--- src/common/ifu_defines.svh ---
//--------------------
// Global sizing for the instruction fetch unit
// Include wherever a bus or counter width is needed
//--------------------

`ifndef IFU_DEFINES_SVH
`define IFU_DEFINES_SVH

// Memory side
`define IFU_AWIDTH  32      // Byte address width
`define IFU_DWIDTH  32      // Read data width

// Instruction queue
`define IFU_QHALF   4       // Depth in halfwords, two words

// Transaction bookkeeping
// Pending and discard counters share this width
// Max 7 transactions in flight
`define IFU_TXN_W   3

`endif

--- src/common/ifu_pkg.sv ---
//--------------------
// Shared types of the instruction fetch unit
// Memory read word views, response bundle, queue head and pop
// Import with a wildcard in the module header
//--------------------

`include "ifu_defines.svh"

package ifu_pkg;

    //--------------------
    // Memory read word
    //--------------------

    // Two halfwords of one read word
    typedef struct packed {
        logic [`IFU_DWIDTH/2-1:0] hi_half;  // Bits 31:16
        logic [`IFU_DWIDTH/2-1:0] lo_half;  // Bits 15:0
    } imem_half_t;

    // Same word seen whole or split
    typedef union packed {
        logic [`IFU_DWIDTH-1:0] word;
        imem_half_t             half;
    } imem_word_u;

    // Classified memory response
    typedef struct packed {
        logic       vd;     // Accepted, not discarded
        logic       er;     // Access fault
        logic       ok;     // Good data
        imem_word_u data;
    } imem_resp_t;

    //--------------------
    // Queue to decode side
    //--------------------

    typedef struct packed {
        logic                     empty;
        logic                     one_hw;     // Exactly one halfword held
        logic [`IFU_DWIDTH/2-1:0] head_data;
        logic [`IFU_DWIDTH/2-1:0] next_data;
        logic                     head_err;
        logic                     next_err;
    } q_head_t;

    // Pop request back to the queue
    typedef struct packed {
        logic pop;
        logic pop_hword;    // 1 halfword, else 2
    } q_pop_t;

    // Fetch FSM
    typedef enum logic {
        IDLE,
        FETCH
    } ifu_fsm_e;

endpackage

--- src/fetch/ifu_imem_ctrl.sv ---
//--------------------
// Memory side of the fetch unit
// Runs the fetch FSM, issues word reads, tracks pending and
// discarded transactions and flags which responses are kept
//--------------------

`include "ifu_defines.svh"

module ifu_imem_ctrl
    import ifu_pkg::*;
(
    input  logic                   clk,
    input  logic                   rst_n,
    input  logic                   stop_fetch_i,    // Level, stop fetching
    input  logic                   pc_new_req_i,    // Redirect strobe
    input  logic [`IFU_AWIDTH-1:0] pc_new_i,
    input  logic                   imem_ack_i,
    input  logic [`IFU_DWIDTH-1:0] imem_rdata_i,
    input  logic                   imem_resp_ok_i,
    input  logic                   imem_resp_er_i,
    input  logic [`IFU_TXN_W-1:0]  q_free_words_i,  // Whole free words in queue
    output logic                   imem_req_o,
    output logic [`IFU_AWIDTH-1:0] imem_addr_o,
    output imem_resp_t             resp_o
);

    // Handshake and response
    logic                     hs_done;
    logic                     resp_rcvd;
    logic                     discard_req;
    logic                     er_undisc;        // Fault that is not being dropped

    // FSM
    ifu_fsm_e                 fsm_ff;
    ifu_fsm_e                 fsm_next;
    logic                     fetch_req;
    logic                     stop_req;
    logic                     fsm_fetch;

    // Word address
    logic [`IFU_AWIDTH-1:2]   addr_ff;
    logic [`IFU_AWIDTH-1:2]   addr_next;

    // Counters
    logic [`IFU_TXN_W-1:0]    pnd_cnt;
    logic [`IFU_TXN_W-1:0]    pnd_cnt_next;
    logic [`IFU_TXN_W-1:0]    disc_cnt;
    logic [`IFU_TXN_W-1:0]    disc_cnt_next;
    logic                     disc_upd;
    logic [`IFU_TXN_W-1:0]    vd_pnd_cnt;       // Pending and still wanted
    logic                     pnd_full;
    logic                     has_free_slots;

    //--------------------
    // Response classification
    //--------------------

    assign hs_done     = imem_req_o & imem_ack_i;
    assign resp_rcvd   = imem_resp_ok_i | imem_resp_er_i;
    assign discard_req = |disc_cnt;
    assign er_undisc   = imem_resp_er_i & ~discard_req;

    assign resp_o.vd        = resp_rcvd & ~discard_req;
    assign resp_o.er        = imem_resp_er_i;
    assign resp_o.ok        = imem_resp_ok_i;
    assign resp_o.data.word = imem_rdata_i;

    //--------------------
    // Fetch FSM
    //--------------------

    assign fetch_req = pc_new_req_i & ~stop_fetch_i;
    assign stop_req  = stop_fetch_i | (er_undisc & ~pc_new_req_i);  // Fault parks the unit

    always_comb begin
        case (fsm_ff)
            IDLE:    fsm_next = fetch_req ? FETCH : IDLE;
            FETCH:   fsm_next = stop_req ? IDLE : FETCH;
            default: fsm_next = IDLE;
        endcase
    end

    always_ff @(posedge clk, negedge rst_n) begin
        if (~rst_n) begin
            fsm_ff <= IDLE;
        end else begin
            fsm_ff <= fsm_next;
        end
    end

    assign fsm_fetch = (fsm_ff == FETCH);

    //--------------------
    // Address and counters
    //--------------------

    // Redirect restarts from new PC, otherwise step on each accepted read
    assign addr_next = pc_new_req_i ? pc_new_i[`IFU_AWIDTH-1:2] + (`IFU_AWIDTH-2)'(hs_done)
                                    : addr_ff + (`IFU_AWIDTH-2)'(hs_done);

    assign pnd_cnt_next = pnd_cnt + `IFU_TXN_W'(hs_done) - `IFU_TXN_W'(resp_rcvd);
    assign pnd_full     = &pnd_cnt;

    // Reload on redirect or kept fault, count down per dropped response
    assign disc_upd      = pc_new_req_i | imem_resp_er_i | (imem_resp_ok_i & discard_req);
    assign disc_cnt_next = pc_new_req_i ? pnd_cnt_next - `IFU_TXN_W'(hs_done)
                         : er_undisc    ? pnd_cnt_next
                                        : disc_cnt - 1'b1;

    always_ff @(posedge clk, negedge rst_n) begin
        if (~rst_n) begin
            addr_ff  <= '0;
            pnd_cnt  <= '0;
            disc_cnt <= '0;
        end else begin
            addr_ff <= addr_next;
            pnd_cnt <= pnd_cnt_next;
            if (disc_upd) begin
                disc_cnt <= disc_cnt_next;
            end
        end
    end

    assign vd_pnd_cnt     = pnd_cnt - disc_cnt;
    assign has_free_slots = (q_free_words_i > vd_pnd_cnt);  // Room for every kept reply

    //--------------------
    // Memory request
    //--------------------

    assign imem_req_o  = (pc_new_req_i & ~pnd_full & ~stop_fetch_i)
                       | (fsm_fetch & ~pnd_full & has_free_slots);
    assign imem_addr_o = pc_new_req_i ? {pc_new_i[`IFU_AWIDTH-1:2], 2'b00}
                                      : {addr_ff, 2'b00};

endmodule

--- src/queue/ifu_instr_queue.sv ---
//--------------------
// Instruction queue of the fetch unit
// Splits kept responses into halfwords and stores them
// for the decode side, four halfwords deep
//--------------------

`include "ifu_defines.svh"

module ifu_instr_queue
    import ifu_pkg::*;
(
    input  logic                  clk,
    input  logic                  rst_n,
    input  logic                  stop_fetch_i,
    input  logic                  pc_new_req_i,
    input  logic                  pc_new_bit1_i,   // New PC at odd halfword
    input  imem_resp_t            resp_i,
    input  q_pop_t                pop_i,
    output q_head_t               head_o,
    output logic [`IFU_TXN_W-1:0] q_free_words_o
);

    localparam int ADR_W = $clog2(`IFU_QHALF);
    localparam int PTR_W = ADR_W + 1;       // Extra wrap bit

    logic                     flush;

    // Unaligned start
    logic                     unalgn_ff;        // First word starts at upper half

    // Write control
    logic                     wr_en;
    logic                     wr_full;
    logic                     wr_hi;

    // Pointers
    logic [PTR_W-1:0]         wptr;
    logic [PTR_W-1:0]         wptr_next;
    logic [PTR_W-1:0]         rptr;
    logic [PTR_W-1:0]         rptr_next;
    logic [ADR_W-1:0]         wadr;
    logic [ADR_W-1:0]         wadr_nx;
    logic [ADR_W-1:0]         radr;
    logic [ADR_W-1:0]         radr_nx;
    logic [PTR_W-1:0]         ocpd;
    logic [PTR_W-1:0]         ocpd_next;
    logic [PTR_W-1:0]         free_h;

    // Halfword storage
    logic [`IFU_DWIDTH/2-1:0] q_data [`IFU_QHALF];
    logic                     q_err  [`IFU_QHALF];

    assign flush = pc_new_req_i | stop_fetch_i;

    //--------------------
    // Unaligned start
    //--------------------

    always_ff @(posedge clk, negedge rst_n) begin
        if (~rst_n) begin
            unalgn_ff <= 1'b0;
        end else if (pc_new_req_i) begin
            unalgn_ff <= pc_new_bit1_i;
        end else if (resp_i.vd) begin
            unalgn_ff <= 1'b0;                   // Only the first word
        end
    end

    // Faults always write both halves
    assign wr_en   = resp_i.vd & ~flush;
    assign wr_full = wr_en & (resp_i.er | ~unalgn_ff);
    assign wr_hi   = wr_en & resp_i.ok & unalgn_ff;

    //--------------------
    // Pointers
    //--------------------

    assign wptr_next = flush   ? '0
                     : wr_full ? wptr + PTR_W'(2)
                     : wr_hi   ? wptr + PTR_W'(1)
                               : wptr;

    assign rptr_next = flush           ? '0
                     : ~pop_i.pop      ? rptr
                     : pop_i.pop_hword ? rptr + PTR_W'(1)
                                       : rptr + PTR_W'(2);

    always_ff @(posedge clk, negedge rst_n) begin
        if (~rst_n) begin
            wptr <= '0;
            rptr <= '0;
        end else begin
            wptr <= wptr_next;
            rptr <= rptr_next;
        end
    end

    assign wadr    = wptr[ADR_W-1:0];
    assign wadr_nx = ADR_W'(wptr + 1'b1);
    assign radr    = rptr[ADR_W-1:0];
    assign radr_nx = ADR_W'(rptr + 1'b1);

    //--------------------
    // Storage
    //--------------------

    always_ff @(posedge clk) begin
        if (wr_full) begin
            q_data[wadr]    <= resp_i.data.half.lo_half;
            q_err[wadr]     <= resp_i.er;
            q_data[wadr_nx] <= resp_i.data.half.hi_half;
            q_err[wadr_nx]  <= resp_i.er;
        end else if (wr_hi) begin
            q_data[wadr]    <= resp_i.data.half.hi_half;  // Skip lower half
            q_err[wadr]     <= resp_i.er;
        end
    end

    // Head view
    assign ocpd             = wptr - rptr;
    assign head_o.empty     = (wptr == rptr);
    assign head_o.one_hw    = (ocpd == PTR_W'(1));
    assign head_o.head_data = q_data[radr];
    assign head_o.next_data = q_data[radr_nx];
    assign head_o.head_err  = q_err[radr];
    assign head_o.next_err  = q_err[radr_nx];

    // Free whole words after this cycle's pop
    assign ocpd_next      = wptr - rptr_next;
    assign free_h         = PTR_W'(`IFU_QHALF) - ocpd_next;
    assign q_free_words_o = `IFU_TXN_W'(free_h >> 1);

endmodule

--- src/design/ifu_idu_out.sv ---
//--------------------
// Decode side output of the fetch unit
// Builds one instruction from the queue head with its fault
// flags and asks the queue to pop it once consumed
//--------------------

`include "ifu_defines.svh"

module ifu_idu_out
    import ifu_pkg::*;
(
    input  q_head_t                head_i,
    input  logic                   idu_rdy_i,
    output logic [`IFU_DWIDTH-1:0] idu_instr_o,
    output logic                   idu_vd_o,
    output logic                   idu_err_o,
    output logic                   idu_err_rvi_hi_o,  // Fault on upper RVI half only
    output q_pop_t                 pop_o
);

    logic head_is_rvi;
    logic head_is_rvc;

    assign head_is_rvi = &head_i.head_data[1:0];
    assign head_is_rvc = ~head_is_rvi;

    //--------------------
    // Valid and faults
    //--------------------

    always_comb begin
        idu_vd_o         = 1'b0;
        idu_err_o        = 1'b0;
        idu_err_rvi_hi_o = 1'b0;
        if (~head_i.empty) begin
            if (head_i.one_hw) begin
                // RVI waits for its second half
                idu_vd_o  = head_is_rvc | head_i.head_err;
                idu_err_o = head_i.head_err;
            end else begin
                idu_vd_o         = 1'b1;
                idu_err_o        = head_i.head_err | (head_is_rvi & head_i.next_err);
                idu_err_rvi_hi_o = ~head_i.head_err & head_is_rvi & head_i.next_err;
            end
        end
    end

    // RVC is zero extended
    assign idu_instr_o = head_is_rvc ? `IFU_DWIDTH'(head_i.head_data)
                                     : {head_i.next_data, head_i.head_data};

    //--------------------
    // Pop
    //--------------------

    assign pop_o.pop       = idu_vd_o & idu_rdy_i;
    assign pop_o.pop_hword = head_is_rvc | head_i.head_err;  // Faulted head leaves alone

endmodule

--- src/design/ifu_top.sv ---
//--------------------
// Top level of the instruction fetch unit
// Memory controller and queue side by side, output selector
// combining them toward the decode stage
//--------------------

`include "ifu_defines.svh"

module ifu_top
    import ifu_pkg::*;
(
    input  logic                   clk,
    input  logic                   rst_n,
    input  logic                   stop_fetch_i,
    input  logic                   pc_new_req_i,
    input  logic [`IFU_AWIDTH-1:0] pc_new_i,
    input  logic                   imem_ack_i,
    input  logic [`IFU_DWIDTH-1:0] imem_rdata_i,
    input  logic                   imem_resp_ok_i,
    input  logic                   imem_resp_er_i,
    input  logic                   idu_rdy_i,
    output logic                   imem_req_o,
    output logic [`IFU_AWIDTH-1:0] imem_addr_o,
    output logic [`IFU_DWIDTH-1:0] idu_instr_o,
    output logic                   idu_vd_o,
    output logic                   idu_err_o,
    output logic                   idu_err_rvi_hi_o
);

    imem_resp_t            resp;
    q_head_t               head;
    q_pop_t                pop;
    logic [`IFU_TXN_W-1:0] q_free_words;

    ifu_imem_ctrl u_imem_ctrl (
        .clk, .rst_n, .stop_fetch_i, .pc_new_req_i, .pc_new_i,
        .imem_ack_i, .imem_rdata_i, .imem_resp_ok_i, .imem_resp_er_i,
        .q_free_words_i (q_free_words),
        .imem_req_o, .imem_addr_o,
        .resp_o         (resp)
    );

    ifu_instr_queue u_instr_queue (
        .clk, .rst_n, .stop_fetch_i, .pc_new_req_i,
        .pc_new_bit1_i  (pc_new_i[1]),
        .resp_i         (resp),
        .pop_i          (pop),
        .head_o         (head),
        .q_free_words_o (q_free_words)
    );

    ifu_idu_out u_idu_out (
        .head_i (head), .idu_rdy_i,
        .idu_instr_o, .idu_vd_o, .idu_err_o, .idu_err_rvi_hi_o,
        .pop_o  (pop)
    );

endmodule

--- config.mk ---
export PLATFORM = sky130hd
export DESIGN_NAME = ifu_top
export DESIGN_NICKNAME = d
export VERILOG_FILES = /design/src/common/ifu_pkg.sv /design/src/fetch/ifu_imem_ctrl.sv /design/src/queue/ifu_instr_queue.sv /design/src/design/ifu_idu_out.sv /design/src/design/ifu_top.sv
export VERILOG_INCLUDE_DIRS = /design/src /design/src/common
export SDC_FILE = /design/constraint.sdc
export NUM_CORES = 1
export LEC_CHECK = 0
export ABC_AREA = 1
export BUFFER_PORTS_ARGS = -buffer_cell sky130_fd_sc_hd__buf_4
export CAP_MARGIN = 20
export CORE_UTILIZATION = 30
export CTS_CLUSTER_SIZE = 30
export DETAILED_ROUTE_END_ITERATION = 8
export HOLD_SLACK_MARGIN = 0.12
export PLACE_DENSITY_LB_ADDON = 0.08
export SLEW_MARGIN = 20
export SYNTH_ARGS = -nofsm -noshare
export SYNTH_HDL_FRONTEND = slang
export SYNTH_HIERARCHICAL = 1
export SYNTH_SLANG_ARGS = --single-unit
--- constraint.sdc ---
create_clock -name clk -period 4.45 [get_ports clk]
set_input_delay 0.445 -clock clk [delete_from_list [all_inputs] [get_ports clk]]
set_output_delay 0.445 -clock clk [all_outputs]
set_load 0.05 [all_outputs]
==> results of run 1 <==
-- placed cells by master (no fill, tap or decap), types with 8 or more instances in the layout --
master / count
nand4_1: 10
a21oi_1: 9
o21ai_2: 8
nand3_2: 9
nand2_2: 20
nand2_1: 323
buf_6: 19
ha_1: 18
buf_4: 183
o21ai_1: 8
o22ai_1: 34
o21ai_0: 79
clkbuf_16: 9
xor2_1: 18
inv_2: 14
edfxtp_1: 68
nor2_4: 10
nor2_1: 123
dfrtp_1: 42
nand3_1: 83
inv_1: 109
-- worst paths after layout --
check                                   startpoint                       to  slack [ns]  cells after the start
setup / recovery             u_instr_queue/rptr[0]  u_imem_ctrl/disc_cnt[1]       -0.40                     35
setup reg to reg             u_instr_queue/rptr[0]  u_imem_ctrl/disc_cnt[1]       -0.40                     35
hold reg to reg            u_instr_queue/unalgn_ff  u_instr_queue/unalgn_ff        0.55                      2
max in group asynchronous                    rst_n    u_instr_queue/rptr[0]        3.90                      1
hold / removal                               rst_n   u_imem_ctrl/pnd_cnt[0]        0.09                      1
min in group clk                      stop_fetch_i    u_imem_ctrl/fsm_fetch        0.31                      2
-- where the power goes --
group / leakage [nW] / switching, mW / internal, mW / total [mW]
Combinational: 3.73 / 1.39 / 0.835 / 2.23
Sequential: 1.15 / 0.0619 / 1.21 / 1.27
Clock: 0.140 / 0.431 / 0.393 / 0.824
-- cell families (layout without fill, tap and decap cells) --
kind of cell    Yosys count  count (layout)  share of synthesized area [%]
compound gates          145             145                           9.94
xor+xnor                 28              28                           2.92
fa+ha+maj                29              29                           4.60
buf+inv                 224             351                           13.5
flops                   112             112                           37.5
other cells               2               4                         0.0896
simple gates            609             609                           31.4
-- metal layers --
metal,up-vias,track usage (%),wire (um)
met1,3521,24.5,12100
met4,4,4.94,317
met3,28,2.66,1130
li1,3901,-,-
met5,-,0,28
met2,212,31.8,12600
-- registers in the layout, indices dropped and copies added (netlist names) --
signal,flops
u_instr_queue/q_data,64
u_instr_queue/q_err,4
u_imem_ctrl/addr_ff,30
u_imem_ctrl/fsm_fetch,1
u_instr_queue/rptr,3
u_imem_ctrl/disc_cnt,3
u_imem_ctrl/pnd_cnt,3
u_instr_queue/unalgn_ff,1
u_instr_queue/wptr,3
-- what timing repair did --
| item | CTS | global route |
|---|---|---|
| resized for setup | 52 | 28 |
| buffers inserted | 15 | 5 |
| cloned | 0 | 0 |
| hold buffers | 0 | 0 |
| pin swaps | 33 | 24 |
| endpoints found under the hold margin | 0 | 0 |
| setup endpoints to repair | 32 | 34 |
-- stage by stage --
step                      hold WS (ns)  utilization, %
after global placement           0.531            35.8
after detailed placement         0.519            35.8
final                           0.0947            38.5
after global routing             0.145            38.4
after CTS                        0.125            37.9
after floorplan                  0.149               -
-- worst max-delay path, delay by kind of cell, from the launching register on --
family          cells  cell delay (ns)
fa+ha+maj           8             2.39
simple gates       18             1.21
compound gates      5             0.54
flops               1             0.43
buf+inv             4             0.19
-- cells in the mapped netlist, types with 14 or more instances --
master | number | area share, %
nand2_1 | 339 | 15
nor2_1 | 127 | 5.7
inv_1 | 119 | 5.3
nand3_1 | 92 | 5.5
o21ai_0 | 81 | 4.8
edfxtp_1 | 68 | 24
buf_4 | 60 | 5.4
dfrtp_1 | 44 | 13
o22ai_1 | 34 | 2.5
ha_1 | 26 | 3.9
xor2_1 | 20 | 2.1
clkbuf_1 | 14 | 0.63
-- cell type report --
cell class                      count  area, sq um
Antenna cell                        1         2.50
Clock buffer                        9          225
Clock inverter                      7         61.3
Fill cell                        2953        16700
Inverter                          130          500
Multi-Input combinational cell    814         4410
Sequential cell                   112         3150
Tap cell                          372          465
Timing Repair Buffer              205         1640
==> flow_metrics.py, run 1 <==
metrics = {
    "clock_tree": {
        "htreeDepth": 3,
        "root_buffer": "clkbuf_16",
        "numCtsBuffers": 9,
        "clock_path_buffers": 2,
        "insertion_delay_ns": 0.36,
        "clock_sinks": 112,
        "clk_pin_slew_ns": 0.09,
        "cts_tree": "built",
    },
    "synthesis": {
        "synth_cells": 1149,
        "yosysWarningCount": 6,
        "synth.distinct_cells": 42,
        "synthFlopType": "edfxtp_1",
        "avgSynthCellArea_sq_um": 7.30,
        "ys_async_sr_fraction_pct": 39.3,
        "synth_area_sq_um": 8390,
        "ys_ff_latch": 112,
        "synth-seq-area-share_pct": 37.5,
        "synth_edf_count": 68,
    },
    "power_and_ir_drop": {
        "vdd_drop_max_mv": 0.301,
        "pwr_density_cell_nw_per_um2": 414,
        "leakage_nw": 5.02,
        "power_mw": 4.32,
    },
    "die": {
        "start_util_pct": 30.9,
        "fp.dieW_um": 169,
        "coreArea_sq_um": 27200,
        "dieHeight_um": 169,
        "ioPinCount": 140,
        "rows": 60,
        "dieArea_sq_um": 28600,
    },
    "detailed_routing": {
        "drt_wl_total_um": 26200,
        "viasPerCell": 4.65,
        "vias": 7666,
        "drt_iter0_drc": 434,
        "dr.pass1.iters": 5,
        "ant_nets": 0,
        "drc_errors": 0,
        "wl_per_cell_um": 15.9,
    },
    "placement": {
        "gp_congestion": 0.813,
        "pre_cts_slack_ns": -0.482,
        "hpwlAfterDp_um": 19200,
        "port_buffers": 136,
        "placed_area_sq_um": 9720,
        "dpl.cell_count": 1617,
    },
    "worst_setup_path": {
        "cp_slowest_cell": "fa_2",
        "cp.arrival_ns": 5.10,
        "worstSetupEndpointType": "flip-flop",
        "crit_type": "reg2reg",
        "cp.required_ns": 4.70,
        "crit_path_frequent_cell": "nand2_2",
        "setup.worst_path.start_class": "flip-flop",
        "cp_slowest_stage_delay_ns": 0.52,
        "worstPathMaxFanout": 5,
    },
    "timing": {
        "fin_crit_ns": 4.85,
        "slew_viol_final": 0,
        "hold_viol_final": 0,
        "slew_headroom_pct": 41.0,
        "max_freq_mhz": 206,
        "setup_ws_ns": -0.399,
        "tightest_slew_ns": 0.882,
        "setup_viol": 32,
        "finalCritPeriodShare_pct": 109,
        "clock_skew_ns": 0.0150,
        "rsz0062_at_grt": "yes",
        "tns_ns": -6.84,
    },
    "finish": {
        "fin_nets": 1373,
        "drive_above_1_share_pct": 25.8,
        "final_cell_area_sq_um": 10500,
        "finalNonFillerCells": 1650,
        "area_growth_pct": 24.6,
    },
    "global_route": {
        "grt_start_max_net_pins": 45,
        "antenna_found_initial": 2,
        "grt.overflow.total": 0,
        "grt_usage_pct": 18.6,
        "grt_pass1_wl_um": 40800,
        "grt_pass1_vias": 7346,
    },
    "job": {
        "maxCapViolCount": 0,
    },
    "outcome": {
        "violations": "negative setup slack",
        "status": "complete, but fails checks",
    },
    "min_path": {
        "min_path_type": "in2async",
    },
}
Note: power is estimated with default switching activity, not from simulation.
==> run 2: changes to the inputs <==
==> constraint.sdc (replaced) <==
create_clock -name clk -period 6.2 [get_ports clk]
set_input_delay 0.62 -clock clk [delete_from_list [all_inputs] [get_ports clk]]
set_output_delay 0.62 -clock clk [all_outputs]
set_load 0.05 [all_outputs]
==> run 2 against run 1 <==
Net effect: the flow now finishes without violations; global-route usage is 0.27 points lower; critical path type unchanged; clock-buffer cell count stayed put; power is 34% lower; largest cell class unchanged; setup slack better by 0.99 ns; largest power group unchanged; die area stayed put.
==> flow_metrics.py, run 2 (synthesized netlist as in run 1, its figures left out) <==
metrics = {
    "outcome": {
        "status": "finished clean",
    },
    "global_route": {
        "grt_usage_pct": 18.3,
        "grt_pass1_vias": 7307,
        "grt_pass1_wl_um": 39900,
        "grt.overflow.total": 0,
        "grt_start_max_net_pins": 53,
        "antenna_found_initial": 1,
    },
    "power_and_ir_drop": {
        "vdd_drop_max_mv": 0.178,
        "pwr_density_cell_nw_per_um2": 297,
        "leakage_nw": 4.63,
        "power_mw": 2.85,
    },
    "clock_tree": {
        "htreeDepth": 3,
        "clock_sinks": 112,
        "clock_path_buffers": 2,
        "cts_setup_buffers": 0,
        "numCtsBuffers": 9,
        "root_buffer": "clkbuf_16",
        "clk_pin_slew_ns": 0.09,
        "cts_tree": "built",
        "insertion_delay_ns": 0.37,
    },
    "timing": {
        "slew_headroom_pct": 30.9,
        "tightest_slew_ns": 1.03,
        "rsz0062_at_grt": "no",
        "max_freq_mhz": 178,
        "setup_viol": 0,
        "tns_ns": 0,
        "clock_skew_ns": 0.0174,
        "slew_viol_final": 0,
        "setup_ws_ns": 0.589,
        "finalCritPeriodShare_pct": 90.5,
        "holdWs_ns": 0.269,
        "fin_crit_ns": 5.61,
        "hold_viol_final": 0,
    },
    "die": {
        "start_util_pct": 30.9,
        "rows": 60,
        "ioPinCount": 140,
        "fp.dieW_um": 169,
        "dieHeight_um": 169,
        "dieArea_sq_um": 28600,
        "coreArea_sq_um": 27200,
    },
    "finish": {
        "final_cell_area_sq_um": 9610,
        "reg.largest.list": "u_instr_queue/q_data x64, u_imem_ctrl/addr_ff x30, u_instr_queue/q_err x4",
        "fin_nets": 1314,
        "finalNonFillerCells": 1591,
        "area_growth_pct": 14.6,
        "layout_commonest_cell": "nand2_1",
        "n_fill_cell": 2978,
        "drive_above_1_share_pct": 17.9,
        "final_cell_mix": "nand2_1, buf_4, nor2_1",
        "fin_util_pct": 35.4,
        "largest_reg_flops": 64,
        "largest_register": "u_instr_queue/q_data",
    },
    "worst_setup_path": {
        "cp_slowest_stage_delay_ns": 0.44,
        "rr_endpoint": "u_imem_ctrl/addr_ff[26]",
        "cp.arrival_ns": 5.87,
        "worstPathMaxFanout": 7,
        "cp_slowest_cell": "dfrtp_2",
        "worstSetupEndpointType": "flip-flop",
        "cp.required_ns": 6.46,
        "crit_path_frequent_cell": "nand2_1",
        "crit_type": "reg2reg",
        "r2r_setup_slack_ns": 0.59,
        "setup.worst_path.start_class": "flip-flop",
        "r2r_start": "u_instr_queue/wptr[0]",
        "reg2reg_depth": 37,
    },
    "placement": {
        "port_buffers": 136,
        "gp_congestion": 0.773,
        "placed_area_sq_um": 9310,
        "pre_cts_slack_ns": 0.481,
        "dpl.cell_count": 1574,
        "hpwlAfterDp_um": 17400,
    },
    "detailed_routing": {
        "drt_wl_total_um": 25600,
        "viasPerCell": 4.68,
        "dr.pass1.iters": 4,
        "ant_nets": 0,
        "vias": 7440,
        "drc_errors": 0,
        "drt_iter0_drc": 374,
        "wl_per_cell_um": 16.1,
    },
    "min_path": {
        "min_path_type": "in2async",
    },
    "job": {
        "maxCapViolCount": 0,
    },
}
[run 2: cell type report]
type	instances	area, sq um	area share [%]
clock inverters	7	72.6	0.755
clock buffers	9	225	2.34
inverters	130	493	5.13
multi-input cells	814	4110	42.8
well taps	372	465	4.84
diodes	1	2.50	0.0260
repair buffers	146	1100	11.4
flip-flops and latches	112	3150	32.7
[run 2: metal layers]
metal | track usage [%] | share of wire [%] | vias up | wire [um]
met5 | 0 | 0.066 | - | 17
met4 | 3.88 | 1.2 | 2 | 312
met3 | 3.64 | 5.5 | 22 | 1420
met2 | 32.2 | 48 | 201 | 12400
met1 | 23.1 | 45 | 3448 | 11500
li1 | - | - | 3767 | -
[run 2: power by group]
group / switching (mW) / leakage (nW) / internal, mW
clock: 0.314 / 0.147 / 0.286
sequential: 0.0471 / 1.15 / 0.869
combinational: 0.906 / 3.33 / 0.428
total: 1.27 / 4.63 / 1.58
[run 2: critical path, delay by kind of cell, from the launching register on]
kind	cells	cell delay, ns
AND/OR/NAND/NOR	22	2.23
adder cells (fa/ha/maj)	7	1.83
flip-flops	1	0.44
XOR/XNOR	2	0.32
buffers and inverters	4	0.35
AO/OA/AOI/OAI	2	0.33
[run 2: how the worst max path moves through the flow]
stage / from / end / slack (ns) / cells after the start
final: u_instr_queue/wptr[0] / u_imem_ctrl/addr_ff[26] / 0.59 / 37
after CTS: u_instr_queue/wptr[0] / u_imem_ctrl/addr_ff[26] / 0.47 / 37
after detailed placement: u_instr_queue/wptr[0] / u_imem_ctrl/addr_ff[26] / 0.48 / 37
after floorplan: u_instr_queue/wptr[0] / u_imem_ctrl/disc_cnt[1] / 0.92 / 36
after global placement: u_instr_queue/wptr[0] / u_imem_ctrl/addr_ff[18] / 0.54 / 37
after global routing: u_instr_queue/wptr[1] / u_imem_ctrl/addr_ff[26] / 0.03 / 36
[run 2: what timing repair did]
action,CTS,global route
setup endpoints to repair,0,2
endpoints found under the hold margin,0,0
resized for setup,0,1
hold buffers,0,0
==> run 3: changes to the inputs <==
--- a/config.mk
+++ b/config.mk
@@ -9,6 +9,7 @@
 export ABC_AREA = 1
 export BUFFER_PORTS_ARGS = -buffer_cell sky130_fd_sc_hd__buf_4
 export CAP_MARGIN = 20
+export CORE_ASPECT_RATIO = 1.2
 export CORE_UTILIZATION = 30
 export CTS_CLUSTER_SIZE = 30
 export DETAILED_ROUTE_END_ITERATION = 8
==> run 3 against run 2 <==
Net effect: sequential power about the same; largest cell class unchanged; highest routed layer is now met4; wire length down 1.5%; first-iteration DRC count down 25%.
==> flow_metrics.py, run 3 (synthesized netlist as in run 1, its figures left out) <==
metrics = {
    "outcome": {
        "status": "finished clean",
    },
    "timing": {
        "slew_viol_final": 0,
        "hold_viol_final": 0,
        "tightest_slew_ns": 1.01,
        "tns_ns": 0,
        "fin_crit_ns": 5.52,
        "clock_skew_ns": 0.0112,
        "finalCritPeriodShare_pct": 89.1,
        "setup_ws_ns": 0.678,
        "slew_headroom_pct": 32.8,
        "setup_viol": 0,
        "max_freq_mhz": 181,
        "rsz0062_at_grt": "no",
    },
    "clock_tree": {
        "clock_sinks": 112,
        "cts_setup_buffers": 0,
        "clk_pin_slew_ns": 0.08,
        "numCtsBuffers": 9,
        "cts_tree": "built",
        "htreeDepth": 3,
        "root_buffer": "clkbuf_16",
        "clock_path_buffers": 2,
        "insertion_delay_ns": 0.36,
        "ctsHoldBuffers": 0,
    },
    "power_and_ir_drop": {
        "power_mw": 2.83,
        "vdd_drop_max_mv": 0.132,
        "pwr_density_cell_nw_per_um2": 295,
        "leakage_nw": 4.63,
        "combPwrFrac_pct": 47.1,
        "p_switching_mw": 1.25,
        "power_frac_seq_pct": 32.3,
        "power.internal_mw": 1.58,
        "p_sw_share_pct": 44.1,
        "clkPwrFrac_pct": 20.6,
    },
    "worst_setup_path": {
        "crit_path_frequent_cell": "nand2_1",
        "worstSetupEndpointType": "flip-flop",
        "cp.required_ns": 6.45,
        "cp_slowest_stage_delay_ns": 0.44,
        "setup.worst_path.start_class": "flip-flop",
        "cp_slowest_cell": "dfrtp_2",
        "crit_type": "reg2reg",
        "worstPathMaxFanout": 7,
        "cp.arrival_ns": 5.77,
    },
    "global_route": {
        "antenna_found_initial": 0,
        "grt_start_max_net_pins": 45,
        "grt.overflow.total": 0,
        "grt_usage_pct": 18.3,
        "grt_pass1_vias": 7452,
        "grt_pass1_wl_um": 40000,
    },
    "die": {
        "dieHeight_um": 185,
        "start_util_pct": 30.8,
        "fp.dieW_um": 155,
        "ioPinCount": 140,
        "rows": 66,
        "dieArea_sq_um": 28600,
        "coreArea_sq_um": 27300,
    },
    "placement": {
        "pre_cts_slack_ns": 0.496,
        "hpwlAfterDp_um": 18500,
        "port_buffers": 136,
        "dpl.cell_count": 1544,
        "gp_congestion": 0.779,
    },
    "finish": {
        "largest_register": "u_instr_queue/q_data",
        "regArea_sq_um": 3150,
        "fin_nets": 1316,
        "reg.largest.list": "u_instr_queue/q_data x64, u_imem_ctrl/addr_ff x30, u_instr_queue/q_err x4",
        "finalNonFillerCells": 1560,
        "fin_util_pct": 35.2,
        "n_fill_cell": 2923,
        "drive_above_1_share_pct": 18.2,
        "final_cell_mix": "nand2_1, buf_4, nor2_1",
        "largest_reg_flops": 64,
        "multiInputGateArea_sq_um": 4130,
        "layout_commonest_cell": "nand2_1",
        "area_growth_pct": 14.4,
        "antennaDiodeCount": 0,
    },
    "detailed_routing": {
        "wl_per_cell_um": 16.2,
        "drt_iter0_drc": 279,
        "dr.pass1.iters": 4,
        "viasPerCell": 4.69,
        "vias": 7317,
        "drc_errors": 0,
        "ant_nets": 0,
        "drt_wl_total_um": 25200,
    },
    "job": {
        "maxCapViolCount": 0,
    },
    "min_path": {
        "min_path_type": "in2async",
    },
}
run 3: final timing paths:
| kind | from | end | slack, ns | depth (start not counted) |
|---|---|---|---|---|
| max | u_instr_queue/wptr[0] | u_imem_ctrl/addr_ff[26] | 0.68 | 37 |
| min | rst_n | u_instr_queue/rptr[2] | 0.26 | 1 |
| max reg2reg | u_instr_queue/wptr[0] | u_imem_ctrl/addr_ff[26] | 0.68 | 37 |
| min reg2reg | u_imem_ctrl/fsm_fetch | u_imem_ctrl/fsm_fetch | 0.55 | 2 |
| max in group asynchronous | rst_n | u_instr_queue/wptr[0] | 5.48 | 1 |
| min in group clk | pc_new_i[1] | u_instr_queue/unalgn_ff | 0.49 | 3 |
run 3: final cells by class:
class	count	share of cell area, %
Clock buffer	10	2.39
Tap cell	340	4.43
Timing Repair Buffer	148	11.6
Clock inverter	6	0.587
Multi-Input combinational cell	814	43.0
Sequential cell	112	32.8
Inverter	130	5.18
run 3: critical path: cells and delay by family (launching register included):
kind	cells	cell delay, ns
buffers and inverters	4	0.35
DFF	1	0.44
and+or+nand+nor	22	2.14
AOI/OAI and AO/OA	2	0.34
xor gates and xnor gates	2	0.33
adders and majority gates	7	1.79
run 3: per-layer routing:
metal	vias to the layer above	GRT usage, %	routed length [um]
met5	-	0	0
met4	0	7.37	583
met3	40	2.55	1030
met2	173	34.9	13200
met1	3322	20.2	10400
li1	3782	-	-
run 3: power by group through the flow:
stage / Combinational, mW / Clock (mW) / Sequential (mW)
floorplan: 1.03 / 0 / 0.918
global placement: 1.34 / 0 / 0.931
detailed placement: 1.34 / 0 / 0.929
CTS: 1.35 / 0.609 / 0.914
global route: 1.51 / 0.629 / 0.924
finish: 1.33 / 0.584 / 0.914
run 3: metrics by stage:
stage	instance area (sq um)	hold WS, ns
floorplan	8390	0.324
CTS	9570	0.291
global route	9590	0.305
global placement	9280	0.533
detailed placement	9280	0.537
finish	9590	0.259
run 3: what timing repair did:
| action | 4_1_cts | 5_1_grt |
|---|---|---|
| resized for setup | 0 | 6 |
| endpoints found under the hold margin | 0 | 0 |
| setup endpoints to repair | 0 | 5 |
